===== config.mk =====
export PLATFORM = sky130hd
export DESIGN_NAME = addrDecoder
export DESIGN_NICKNAME = d
export VERILOG_FILES = /design/src/source/busCfgPkg.sv /design/src/source/memMapPkg.sv /design/src/source/addrDecoder.sv
export SDC_FILE = /design/constraint.sdc
export NUM_CORES = 1
export LEC_CHECK = 0
export ABC_CLOCK_PERIOD_IN_PS = 1300
export BUFFER_PORTS_ARGS = -buffer_cell sky130_fd_sc_hd__buf_2
export CORE_MARGIN = 1.5
export CORE_UTILIZATION = 41
export CTS_CLUSTER_SIZE = 25
export DETAILED_ROUTE_END_ITERATION = 12
export GPL_ROUTABILITY_DRIVEN = 0
export PLACE_DENSITY = 0.81
export SLEW_MARGIN = 20
export SYNTH_ARGS = -nofsm -noshare
export SYNTH_HDL_FRONTEND = slang
export SYNTH_SLANG_ARGS = --single-unit

===== constraint.sdc =====
create_clock -name clk -period 1.3 [get_ports clk]
set_input_delay 0.195 -clock clk [delete_from_list [all_inputs] [get_ports clk]]
set_output_delay 0.195 -clock clk [all_outputs]
set_load 0.05 [all_outputs]

===== src/source/busCfgPkg.sv =====
package busCfgPkg;

   // --------------------------------------------------
   // CPU bus widths
   // --------------------------------------------------

   // the 6502-style core drives a 16 bit address and an 8 bit data bus
   parameter int addrW = 16;
   parameter int dataW = 8;

   // --------------------------------------------------
   // bus types
   // --------------------------------------------------

   typedef logic [addrW-1:0] addrT; // full CPU address
   typedef logic [dataW-1:0] dataT; // one data byte

endpackage


===== src/source/memMapPkg.sv =====
package memMapPkg;

   // --------------------------------------------------
   // regions
   // --------------------------------------------------

   // region an address falls into, registered by the decoder for the read return
   typedef enum logic [1:0] {
      REG_PROG,   // program RAM
      REG_VECTOR, // vector RAM, written through the store queue
      REG_SWITCH, // status byte and the two switch banks
      REG_NONE    // unmapped, reads back zero
   } regionT;

   // --------------------------------------------------
   // RAM windows
   // --------------------------------------------------

   parameter busCfgPkg::addrT progBase  = 16'h0000;
   parameter busCfgPkg::addrT progLimit = 16'h07FF;

   parameter busCfgPkg::addrT vecBase   = 16'h2000;
   parameter busCfgPkg::addrT vecLimit  = 16'h3FFF;

   // --------------------------------------------------
   // single-address registers
   // --------------------------------------------------

   // inputs read by the CPU
   parameter busCfgPkg::addrT statusAddr = 16'h0800;
   parameter busCfgPkg::addrT dsw0Addr   = 16'h0A00;
   parameter busCfgPkg::addrT dsw1Addr   = 16'h0C00;

   // vector generator strobes, a write of any value fires them
   parameter busCfgPkg::addrT vgGoAddr   = 16'h1200;
   parameter busCfgPkg::addrT vgRstAddr  = 16'h1600;

endpackage


===== src/source/addrDecoder.sv =====
`timescale 1ns/1ns

module addrDecoder (
   input  logic               clk,
   input  logic               rst,
   input  busCfgPkg::addrT    addr,
   input  logic               we,
   input  logic               clkEn,
   output logic               progWe,
   output logic               vecWrite,
   output memMapPkg::regionT  rdRegion,
   output busCfgPkg::addrT    rdAddr,
   output logic               vgGo,
   output logic               vgRst
);

   import busCfgPkg::*;
   import memMapPkg::*;

   regionT region;

   // --------------------------------------------------
   // address classification
   // --------------------------------------------------

   // program RAM starts at zero, so only the upper bound needs a compare
   always_comb begin
      if (addr <= progLimit) begin
         region = REG_PROG;
      end else if (addr >= vecBase && addr <= vecLimit) begin
         region = REG_VECTOR;
      end else if (addr == statusAddr || addr == dsw0Addr || addr == dsw1Addr) begin
         region = REG_SWITCH;
      end else begin
         region = REG_NONE;
      end
   end

   assign progWe   = we && clkEn && (region == REG_PROG);
   assign vecWrite = we && (region == REG_VECTOR); // level, the queue finds the edge

   // strobes last only for the clkEn cycle of the write
   assign vgGo  = we && clkEn && (addr == vgGoAddr);
   assign vgRst = we && clkEn && (addr == vgRstAddr);

   // --------------------------------------------------
   // read return select
   // --------------------------------------------------

   always_ff @(posedge clk) begin
      if (rst) begin
         rdRegion <= REG_NONE; // a read straight after reset returns zero
      end else if (clkEn) begin
         rdRegion <= region;
      end
   end

   always_ff @(posedge clk) begin
      if (clkEn) begin
         rdAddr <= addr; // picks the switch bank on the next cycle
      end
   end

   // the generator cannot be started and reset by the same access
   vgStrobeExclusive: assert property (@(posedge clk) disable iff (rst)
      !(vgGo && vgRst))
      else $error("vgGo and vgRst high together");

endmodule


# == Word level (Yosys, flattened, before mapping) ==
# Index checks and enable logic that the tools add are counted.
# classes
muxes,3
magnitude_cmp,3
reduce_logical,9
n_eq_ne,6
# op_table
operator,n
$eq 16x12->1 const B,3
$eq 16x13->1 const B,2
$ge 16x14->1 const B,1
$le 16x11->1 const B,1
$le 16x14->1 const B,1
$logic_and 1x1->1,6
$mux 2,2
$eq 2x1->1 const B,1
$logic_not 2->1,1
$logic_or 1x1->1,2
$mux 1,1
# totals
in_bits,20
output_inout_bits,22
ff_bits,18
elab_cells,23

# == Depth between registers and ports, before layout ==
# depth
ltp_word,8
ltp_mapped,3
ltp_nobuf,3

# == Worst setup path after synthesis ==
# No wires, ideal clock.
# synth_timing
path_type,input to output
start,in addr[15]
end,out vgGo
cell_stages,3
slack_ns,-0.581
path_buffers,0
arrival_ns,1.686
required_ns,1.105
cell_sequence,nor4bb_1 nand4_1 nor3_1
# synth_between
elab_chain_len,2
# synth_lines
item,line_no,text
start: declaration,addrDecoder.sv:6,"input busCfgPkg::addrT addr,"
$eq 16x13->1,addrDecoder.sv:43,assign vgGo = we && clkEn && (addr == vgGoAddr);
$logic_and 1x1->1,addrDecoder.sv:43,
end: declaration,addrDecoder.sv:13,"output logic vgGo,"
# No other way between the ends.

# == Worst setup path after layout ==
# layout_timing
start,in addr[4]
end,out vgGo
# The elaborated chain is that of the path after synthesis.

==> flow_summary.ini <==
[synth]
synth_area_leaders = edfxtp_1 (69%), nor4_4 (6.1%), dfxtp_1 (5.7%)
synth-edff-count = 16
syn-instance-count = 41
synthesis.area_sq_um = 698
synth_cell_type_count = 18
ys_top_cells_by_count = edfxtp_1 (16), inv_1 (3), nor3_1 (3)
synth_top_area_share = 0.688
synthFlopType = edfxtp_1
ys_seq_area_frac = 0.746
synth.most_common_cell = edfxtp_1
ys_ff_latch = 18
syn_nets = 61
synth_warnings = 0
synthArstFlopShare = 0
syn_avg_cell_area_sq_um = 17.0
yosys.area.top_type = edfxtp_1

[timing]
setup_ws_ns = -0.100
holdWs_ns = 0.0811
slew_headroom = 0.824
worstMarginPinSlew_ns = 0.261
hold_viol = 0
period_share = 1.08
setup_viol = 2
clock_skew_ns = 0
rsz0062_at_grt = true
finalMaxSlewViolations = 0
fin_crit_ns = 1.40
max_freq_mhz = 714

[die]
die-area_sq_um = 1960
io_pins = 42
die_y_microns = 44.3
start_util = 0.453
core_region_area_sq_um = 1540
rows = 14
die_w_microns = 44.3

[route]
drt-wirelength-per-cell_microns = 15.8
drt_wl_total_microns = 1780
vias_per_cell = 5.21
vias = 589
ant_nets = 0
drt-pass1-iter-count = 4
drc = 0
drt_first_iter_violations = 14

[worst_setup_path]
required_ns = 1.11
critical_path.cell_chain = buf_6 -> nor4_4 -> nand4_1 -> buf_4 -> nor3_4 -> buf_6
critPathMaxStageDelay_ns = 0.31
cp_max_fo = 2
r2r_setup_slack_ns = 0.51
r2r_cells = 2
startpoint_type = input pin
cp-end-kind = primary output
cpMostUsedCell = buf_6
r2r_start = rdRegion[1]
r2r_end = rdRegion[1]
crit_slowest_cell = nor4_4
cp.arrival_ns = 1.21
critPathKind = in -> out

[flow_run]
drv_cap = 0

[clocking]
clock_sinks = 18
max-clock-path-buffers = 2
clk_pin_slew_ns = 0.10
clockRootBuffer = clkbuf_4
cts_hold_buf = 0
cts_tree = built
cts_inserted_buffers = 3
htreeDepth = 1
clkLatencyLatePin_ns = 0.28

[power]
seqPwrFrac = 0.527
intPower_uw = 894
p_switching_uw = 408
vdd_drop_max_mv = 0.595
pwr-share-clk = 0.216
p_leak_nw = 0.502
pwr-share-comb = 0.257
p_per_area_nw_per_um2 = 1130
switching_share = 0.313

[placement]
hpwlAfterDp_microns = 1210
dp_slack_ns = -0.223
port_buffers = 41
place_inst = 107

[cells_and_area]
insertedDiodeCount = 0
area_growth_pct = 65.1
nFillCells = 100
drive_gt1_frac = 0.649
instances_no_fill = 113
num-nets-final = 118

[hold_path]
min_from = addr[6]
min_path_cells = 1
worst_hold_path_type = in -> reg
min_to = rdAddr[6]

[global_routing]
top_usage_layer = met2
grt_use_met1 = 0.227
grt_max_degree = 20
grt_use_met3 = 0.0449
met2_usage = 0.318
gr-usage-all-layers = 0.189
grt-ovfl-total = 0
grt_first_pass_wirelength_microns = 2650
grt_pass1_vias = 594
antenna_found_initial = 0

[status]
failed_checks = setup timing
outcome = finished, violations left
[registers in the layout, indices dropped and copies added, names as in the netlist]
name / count
rdRegion: 2
rdAddr: 16
[how the worst max path moves through the flow]
stage / start / endpoint / depth (start not counted)
final: addr[4] / vgGo / 6
after global routing: addr[4] / vgGo / 6
after CTS: addr[6] / vgGo / 6
after detailed placement: addr[15] / vgGo / 6
after global placement: addr[15] / vgGo / 6
after floorplan: addr[15] / vgGo / 3
[power groups by stage]
stage          clock network, mW  registers, mW  logic, mW
2_1_floorplan                  0          0.859     0.0265
3_3_place_gp                   0          0.698      0.300
3_5_place_dp                   0          0.701      0.304
4_1_cts                    0.286          0.687      0.323
5_1_grt                    0.311          0.691      0.349
6_report                   0.281          0.687      0.335
[worst max-delay path, delay by kind of cell]
kind                   cells  cell delay (ns)
buffers and inverters      3             0.46
AND/OR/NAND/NOR            3             0.55
[area by class of cell]
cell class | instances | area, sq um | share of cell area
tap | 16 | 20.0 | 0.0174
timing repair buffer | 52 | 350 | 0.304
inverter | 3 | 11.3 | 0.00977
sequential | 18 | 520 | 0.452
clock buffer | 4 | 26.3 | 0.0228
multi-input combinational | 20 | 224 | 0.194
[metal layers]
layer / vias to the layer above / part of all wire
met5: - / 0
met1: 282 / 0.40
met3: 4 / 0.071
met2: 26 / 0.51
li1: 277 / -
met4: 0 / 0.015
[placed cells by master (no fill, tap or decap), drive strengths merged, types with 2 or more instances in the layout]
master | synthesis | final
nor2 | 2 | 2
edfxtp | 16 | 16
nor3 | 3 | 3
buf | 0 | 51
clkbuf | 0 | 5
nor4b | 2 | 2
inv | 3 | 3
dfxtp | 2 | 2
nor4 | 2 | 2
nand4 | 2 | 2
[metrics by stage]
step | total power, mW | setup TNS (ns) | instance area, sq um | util
after global placement | 0.998 | -0.419 | 1010 | 0.657
after global routing | 1.35 | -0.429 | 1150 | 0.748
final | 1.30 | -0.192 | 1150 | 0.748
after detailed placement | 1.00 | -0.453 | 1010 | 0.657
after CTS | 1.30 | -0.152 | 1120 | 0.726
after floorplan | 0.885 | -0.171 | 721 | -
[kinds of logic (layout without fill, tap and decap cells)]
family | Yosys count | after routing | synth area share
AND/OR/NAND/NOR | 15 | 15 | 0.186
AO/OA/AOI/OAI | 5 | 5 | 0.0520
flip-flops | 18 | 18 | 0.746
buffers and inverters | 3 | 59 | 0.0161
[what timing repair did]
item                       in CTS  in global routing
setup endpoints to repair       2                  3
pin swaps                       2                  2
setup buffers                   1                  1
gates resized for setup        13                  5
hold endpoints to repair        0                  0
(Power assumes the default switching activity.)
