### src/source/busCfgPkg.sv
package busCfgPkg;

   // --------------------------------------------------
   // CPU bus widths
   // --------------------------------------------------

   // the 6502-style core drives a 16 bit address and an 8 bit data bus
   parameter int addrW = 16;
   parameter int dataW = 8;

   // --------------------------------------------------
   // bus types
   // --------------------------------------------------

   typedef logic [addrW-1:0] addrT; // full CPU address
   typedef logic [dataW-1:0] dataT; // one data byte

endpackage

### src/source/memStoreQueue.sv
`timescale 1ns/1ns

module memStoreQueue #(
   parameter int queueDepth = 16
) (
   input  logic             clk,
   input  logic             rst,
   input  busCfgPkg::dataT  dataIn,
   input  busCfgPkg::addrT  addrIn,
   input  logic             writeEn,
   input  logic             canWrite,
   output busCfgPkg::dataT  dataOut,
   output busCfgPkg::addrT  addrOut,
   output logic             dataValid,
   output logic             full,
   output logic             empty
);

   import busCfgPkg::*;

   localparam int idxW = $clog2(queueDepth);

   dataT dataMem [queueDepth];
   addrT addrMem [queueDepth];

   logic [idxW-1:0] wrIdx;
   logic [idxW-1:0] rdIdx;
   logic [idxW:0]   fillCount;

   logic writeEnLast;
   logic writeEdge;
   logic push;
   logic pop;

   // --------------------------------------------------
   // push and pop conditions
   // --------------------------------------------------

   // the CPU holds we for more than one cycle, so only the rising edge enqueues
   assign writeEdge = writeEn && !writeEnLast;
   assign push      = writeEdge && !full; // a write into a full queue is lost
   assign pop       = canWrite && !empty;

   assign full  = (fillCount == (idxW+1)'(queueDepth));
   assign empty = (fillCount == '0);

   always_ff @(posedge clk) begin
      if (rst) begin
         writeEnLast <= 1'b0;
         wrIdx       <= '0;
         rdIdx       <= '0;
         fillCount   <= '0;
      end else begin
         writeEnLast <= writeEn;
         if (push) wrIdx <= wrIdx + 1'b1; // indices wrap since depth is a power of two
         if (pop) rdIdx <= rdIdx + 1'b1;
         case ({push, pop})
            2'b10:   fillCount <= fillCount + 1'b1;
            2'b01:   fillCount <= fillCount - 1'b1;
            default: fillCount <= fillCount;
         endcase
      end
   end

   always_ff @(posedge clk) begin
      if (push) begin
         dataMem[wrIdx] <= dataIn;
         addrMem[wrIdx] <= addrIn;
      end
   end

   // --------------------------------------------------
   // head entry
   // --------------------------------------------------

   assign dataOut   = dataMem[rdIdx];
   assign addrOut   = addrMem[rdIdx];
   assign dataValid = !empty && canWrite; // the bank store writes whenever this is high

   occupancyBound: assert property (@(posedge clk) disable iff (rst)
      fillCount <= (idxW+1)'(queueDepth))
      else $error("queue fill count above depth");

   fullEmptyExclusive: assert property (@(posedge clk) disable iff (rst)
      !(full && empty))
      else $error("queue reports full and empty together");

endmodule

### config.mk
export PLATFORM = sky130hd
export DESIGN_NAME = memStoreQueue
export DESIGN_NICKNAME = d
export VERILOG_FILES = /design/src/source/busCfgPkg.sv /design/src/source/memStoreQueue.sv
export SDC_FILE = /design/constraint.sdc
export NUM_CORES = 1
export LEC_CHECK = 0
export BUFFER_PORTS_ARGS = -buffer_cell sky130_fd_sc_hd__buf_2
export CAP_MARGIN = 20
export CORE_UTILIZATION = 30
export CTS_BUF_LIST = sky130_fd_sc_hd__clkbuf_4 sky130_fd_sc_hd__clkbuf_8 sky130_fd_sc_hd__clkbuf_16
export DETAILED_ROUTE_END_ITERATION = 10
export PLACE_DENSITY = 0.55
export SLEW_MARGIN = 25
export SYNTH_ARGS = -nofsm -noshare
export SYNTH_HDL_FRONTEND = slang
export SYNTH_SLANG_ARGS = --single-unit
export TNS_END_PERCENT = 5
### constraint.sdc
create_clock -name clk -period 4.07 [get_ports clk]
set_input_delay 0.6105 -clock clk [delete_from_list [all_inputs] [get_ports clk]]
set_output_delay 0.6105 -clock clk [all_outputs]
set_load 0.03 [all_outputs]
# [Yosys cells after proc, flatten, opt, wreduce, memory -nomap -nowiden]
# Memories as Yosys holds them, arrays and structs flattened. A register that Yosys moved wholly into a read port is not among the register bits.
# Index checks and enable logic that the tools add are counted.
[classes] addsub=4 mux=7 n_reduce_logical=8 eq_ne=3
[op_table] cell="$mux W4" n=4
[op_table] cell="$pmux W5 S2" n=1
[op_table] cell="$add A4 B1 Y4 const B" n=2
[op_table] cell="$add A5 B1 Y5 const B" n=1
[op_table] cell="$eq A5 B5 Y1 const B" n=1
[op_table] cell="$logic_not A5 Y1" n=1
[op_table] cell="$sub A5 B1 Y5 const B" n=1
[op_table] cell="$logic_and A1 B1 Y1" n=3
[op_table] cell="$logic_not A1 Y1" n=3
[op_table] cell="$eq A2 B1 Y1 const B" n=1
[op_table] cell="$eq A2 B2 Y1 const B" n=1
[op_table] cell="$mux W1" n=2
[op_table] cell="$reduce_bool A2 Y1" n=1
[totals] input_bits=28 out_inout_bits=27 mem_bits_rw=384 memories=2 regBits=14
[memory_table] memory="addrMem" depth=16 width=16 rd=1 rd_clocked_by_memory_dff=1 write_ports=1 line="memStoreQueue.sv:24" source="addrT addrMem [queueDepth];"
[memory_table] memory="dataMem" depth=16 width=8 rd=1 rd_clocked_by_memory_dff=1 write_ports=1 line="memStoreQueue.sv:23" source="dataT dataMem [queueDepth];"

# [Longest topological paths before layout]
[logic_depth] word_depth=5 ltp_mapped=12 mapped_depth_nobuf=10

# [Worst setup path after synthesis]
# OpenSTA, ideal clock, no wires.
[synth_path] path_kind="in2reg" from="input port writeEn" to="memory addrMem[3][0] in the netlist's numbering (enable)" path_stages=4 arrival_time_ns=2.875 setup_ns=0.435 n_path_buf=0 path_slack_ns=0.760 path_cell_list="nand2b_1 -> a21oi_2 -> nand2_1 -> nor3_1"
[synth_between] elab_chain_len=4
[synth_lines] item="start: declaration" line="memStoreQueue.sv:10" source="input logic writeEn,"
[synth_lines] item="$logic_and A1 B1 Y1" line="memStoreQueue.sv:40" source="assign writeEdge = writeEn && !writeEnLast;"
[synth_lines] item="$logic_and A1 B1 Y1" line="memStoreQueue.sv:41" source="assign push = writeEdge && !full;"
[synth_lines] item="$mux W1" line="memStoreQueue.sv:66" source="if (push) begin"
[synth_lines] item="$mux W1 (not written as such)" line="memStoreQueue.sv:68" source="addrMem[wrIdx] <= addrIn;"
[synth_lines] item="end: declaration" line="memStoreQueue.sv:24"
# No other way between the ends.

==> reports/qor.csv <==
metric,value,unit
CTS max path bufs,3,
PwrDens,583.4,nW/µm²
FF/Latch Area,11900,µm²
clk slew on worst S/H paths,0.06,ns
highest cell delay on the worst timing path,0.69,ns
Placed Instances,1374,
remaining global-route overflow,0,
Initial Util,30.57,%
synthesized flop and latch total,402,
Util after Layout,35.98,%
Synth area leaders,"edfxtp_1 75%, mux4_2 18%, dfxtp_1 2.3%",
total die area,52250,µm²
RSZ-0062 raised after global routing,false,
Post-route DRC,0,
"Hold Vio Cnt, Final",0,
area of the multi-input gates,3400,µm²
Tcrit/Tclk final,83.50,%
final std cells w/o fill,1449,
DR WL/cell,22.31,µm
Worst-Margin Slew,0.9554,ns
outcome,"finished, final reports clean",
vias in the first global route,7265,
CP cell instances,"buf_4, mux4_2, mux4_2, buf_2",
drt via density,4.743,
fin. max-slew vios,0,
Crit. End Element,output port,
Post-Route WL,32.32,mm
Worst Path Arrival,2.79,ns
Worst EP required,3.46,ns
IO Port Bufs,54,
setup violators final,0,
Crit Path Category,flop to output port,
Hold Crit Class,primary input to flop,
largest net degree at the start of global routing,41,
# hold bufs at CTS,0,
first-pass GRT wire length,48.55,mm
cell taking the most area after synthesis,edfxtp_1,
ys async rst share,0,%
layout cells sized above 1,37.24,%
Critical Path Start Type,flop,
CTS buffer count,40,
clk_lat worst skew,0.54,ns
mapped cell area,15400,µm²
number of synthesized flops with an enable pin,384,
Final GP Congestion,0.7250,
syn_area_per_cell,23.55,µm²
initial antenna violation count,4,
relative slew slack,36.31,%
peak supply drop,0.2677,mV
I/O Pins,55,
Final min period,3.399,ns
largest fanout on the critical path,23,
DR pass1 iterations,4,
total global-route track usage,12.62,%
post-CTS setup buffers,0,
Synth Instances,654,
via count,6873,
Netlist cell types,40,
chip height,228.6,µm
Yosys top cell area share,74.87,%
dpl cell area,16810,µm²
Initial DRC Count,519,
Synth Flop Type,edfxtp_1,
clock root buffer,clkbuf_16,
Worst path slowest cell,dfxtp_4,
Final #Nets,780,
final instance area,18120,µm²
area grow syn2layout,17.67,%
Detailed Place HPWL,18.61,mm
fmax,0.2942,GHz
Rows,82,
die width,228.6,µm
final hold slack,0.3037,ns
setup_tns,0,ns
Syn. warnings,0,
CTS resizes,0,
Core Area,50380,µm²
H-Tree Depth,2,
"Seq/Total Area, Yosys",77.21,%
Crit path top cell by count,mux4_2,
CTS Sinks,402,
CTS tree,done,
# fillers,4543,
clock skew,0.01432,ns
Mapped Nets,690,
antenna-violating nets left,0,
Max Cap Violations,0,
leakage,5.569,nW
## path summary, 6_finish.rpt
| check | startpoint | end | slack, ns | depth (start not counted) |
|---|---|---|---|---|
| setup / recovery | flop | dataOut[6] | 0.67 | 4 |
| hold / removal | writeEn | writeEnLast | 0.30 | 2 |
| setup reg to reg | fillCount[1] | fillCount[4] | 1.17 | 9 |
| hold reg to reg | rdIdx[3] | flop | 0.51 | 2 |
## cell families after synthesis
group	count (synthesis)	share of synthesized area, %
AO/OA/AOI/OAI	16	0.7231
multiplexers	122	17.68
AND/OR/NAND/NOR	58	1.795
adder cells (fa/ha/maj)	8	0.6499
buffers and inverters	39	1.438
XOR/XNOR	9	0.5118
flip-flops	402	77.21
## Yosys cell counts (all sizes together) (2+ instances only)
library cell and instances:
ha 8, clkbuf 16, o21ai 2, nor3 5, dfxtp 18, inv 3
mux2i 2, nand2b 3, mux4 120, buf 20, nor4 2, nand3b 2
nand4 2, xnor2 2, nor2 29, nand2 8, edfxtp 384, o21a 2
a21oi 5, xor2 7
## cell usage in the layout (no fill, tap or decap), drive strengths merged
cell type | netlist | final
mux2i | 2 | 2
a21o | 1 | 1
nand4 | 2 | 2
mux4 | 120 | 120
a31oi | 1 | 1
nor3 | 5 | 5
nor4b | 1 | 1
nand3b | 2 | 2
clkbuf | 16 | 51
o21ai | 2 | 2
bufinv | 0 | 4
o31a | 1 | 1
edfxtp | 384 | 384
nor3b | 1 | 1
clkinv | 0 | 17
inv | 3 | 5
nor2b | 1 | 1
a311oi | 1 | 1
or3 | 1 | 1
a21oi | 5 | 5
and2 | 1 | 1
nand2 | 8 | 8
xor2 | 7 | 7
nand2b | 3 | 3
o41ai | 1 | 1
diode | 0 | 1
a21boi | 1 | 1
or4 | 1 | 1
o21a | 2 | 2
o21ba | 1 | 1
buf | 20 | 84
nand3 | 1 | 1
nor4 | 2 | 2
xnor2 | 2 | 2
nor2 | 29 | 29
dfxtp | 18 | 18
ha | 8 | 8
## through the flow
| step | setup WS (ns) | power [W] |
|---|---|---|
| floorplan | 0.7604 | 0.006481 |
| global placement | 1.156 | 0.007039 |
| detailed placement | 1.136 | 0.007057 |
| CTS | 0.5647 | 0.01073 |
| global route | 0.4994 | 0.01100 |
| finish | 0.6714 | 0.01057 |
## per-layer routing
metal  track usage, %  up-vias  wire length, µm
met5                0        -               17
met4            3.503        4              584
met3            2.171       46             1295
met2            21.46      117            16560
met1            16.60     3747            13860
li1                 -     2959                -
## registers in the layout, indices dropped and copies added, names as in the netlist, named ones only
register,cells
rdIdx,4
writeEnLast,1
dataMem,128
wrIdx,4
addrMem,256
fillCount,5
## critical path: cells and delay by family (launching register included)
kind	cells	cell delay, ns
mux	2	1.04
buf+inv	2	0.51
flops	1	0.69
## final cells by class
class	count	share of cell area, %
Sequential cell	402	65.67
Multi-Input combinational cell	213	18.76
Clock buffer	51	6.075
Tap cell	672	4.639
Timing Repair Buffer	84	3.631
Clock inverter	23	1.153
Inverter	3	0.06213
Antenna cell	1	0.01381
## power breakdown
part | switching, W | internal [W]
clock | 0.00150 | 0.00217
sequential | 0.000156 | 0.00464
combinational | 0.00104 | 0.00106
total | 0.00269 | 0.00788
No activity file was read; power rests on OpenSTA's default activity.
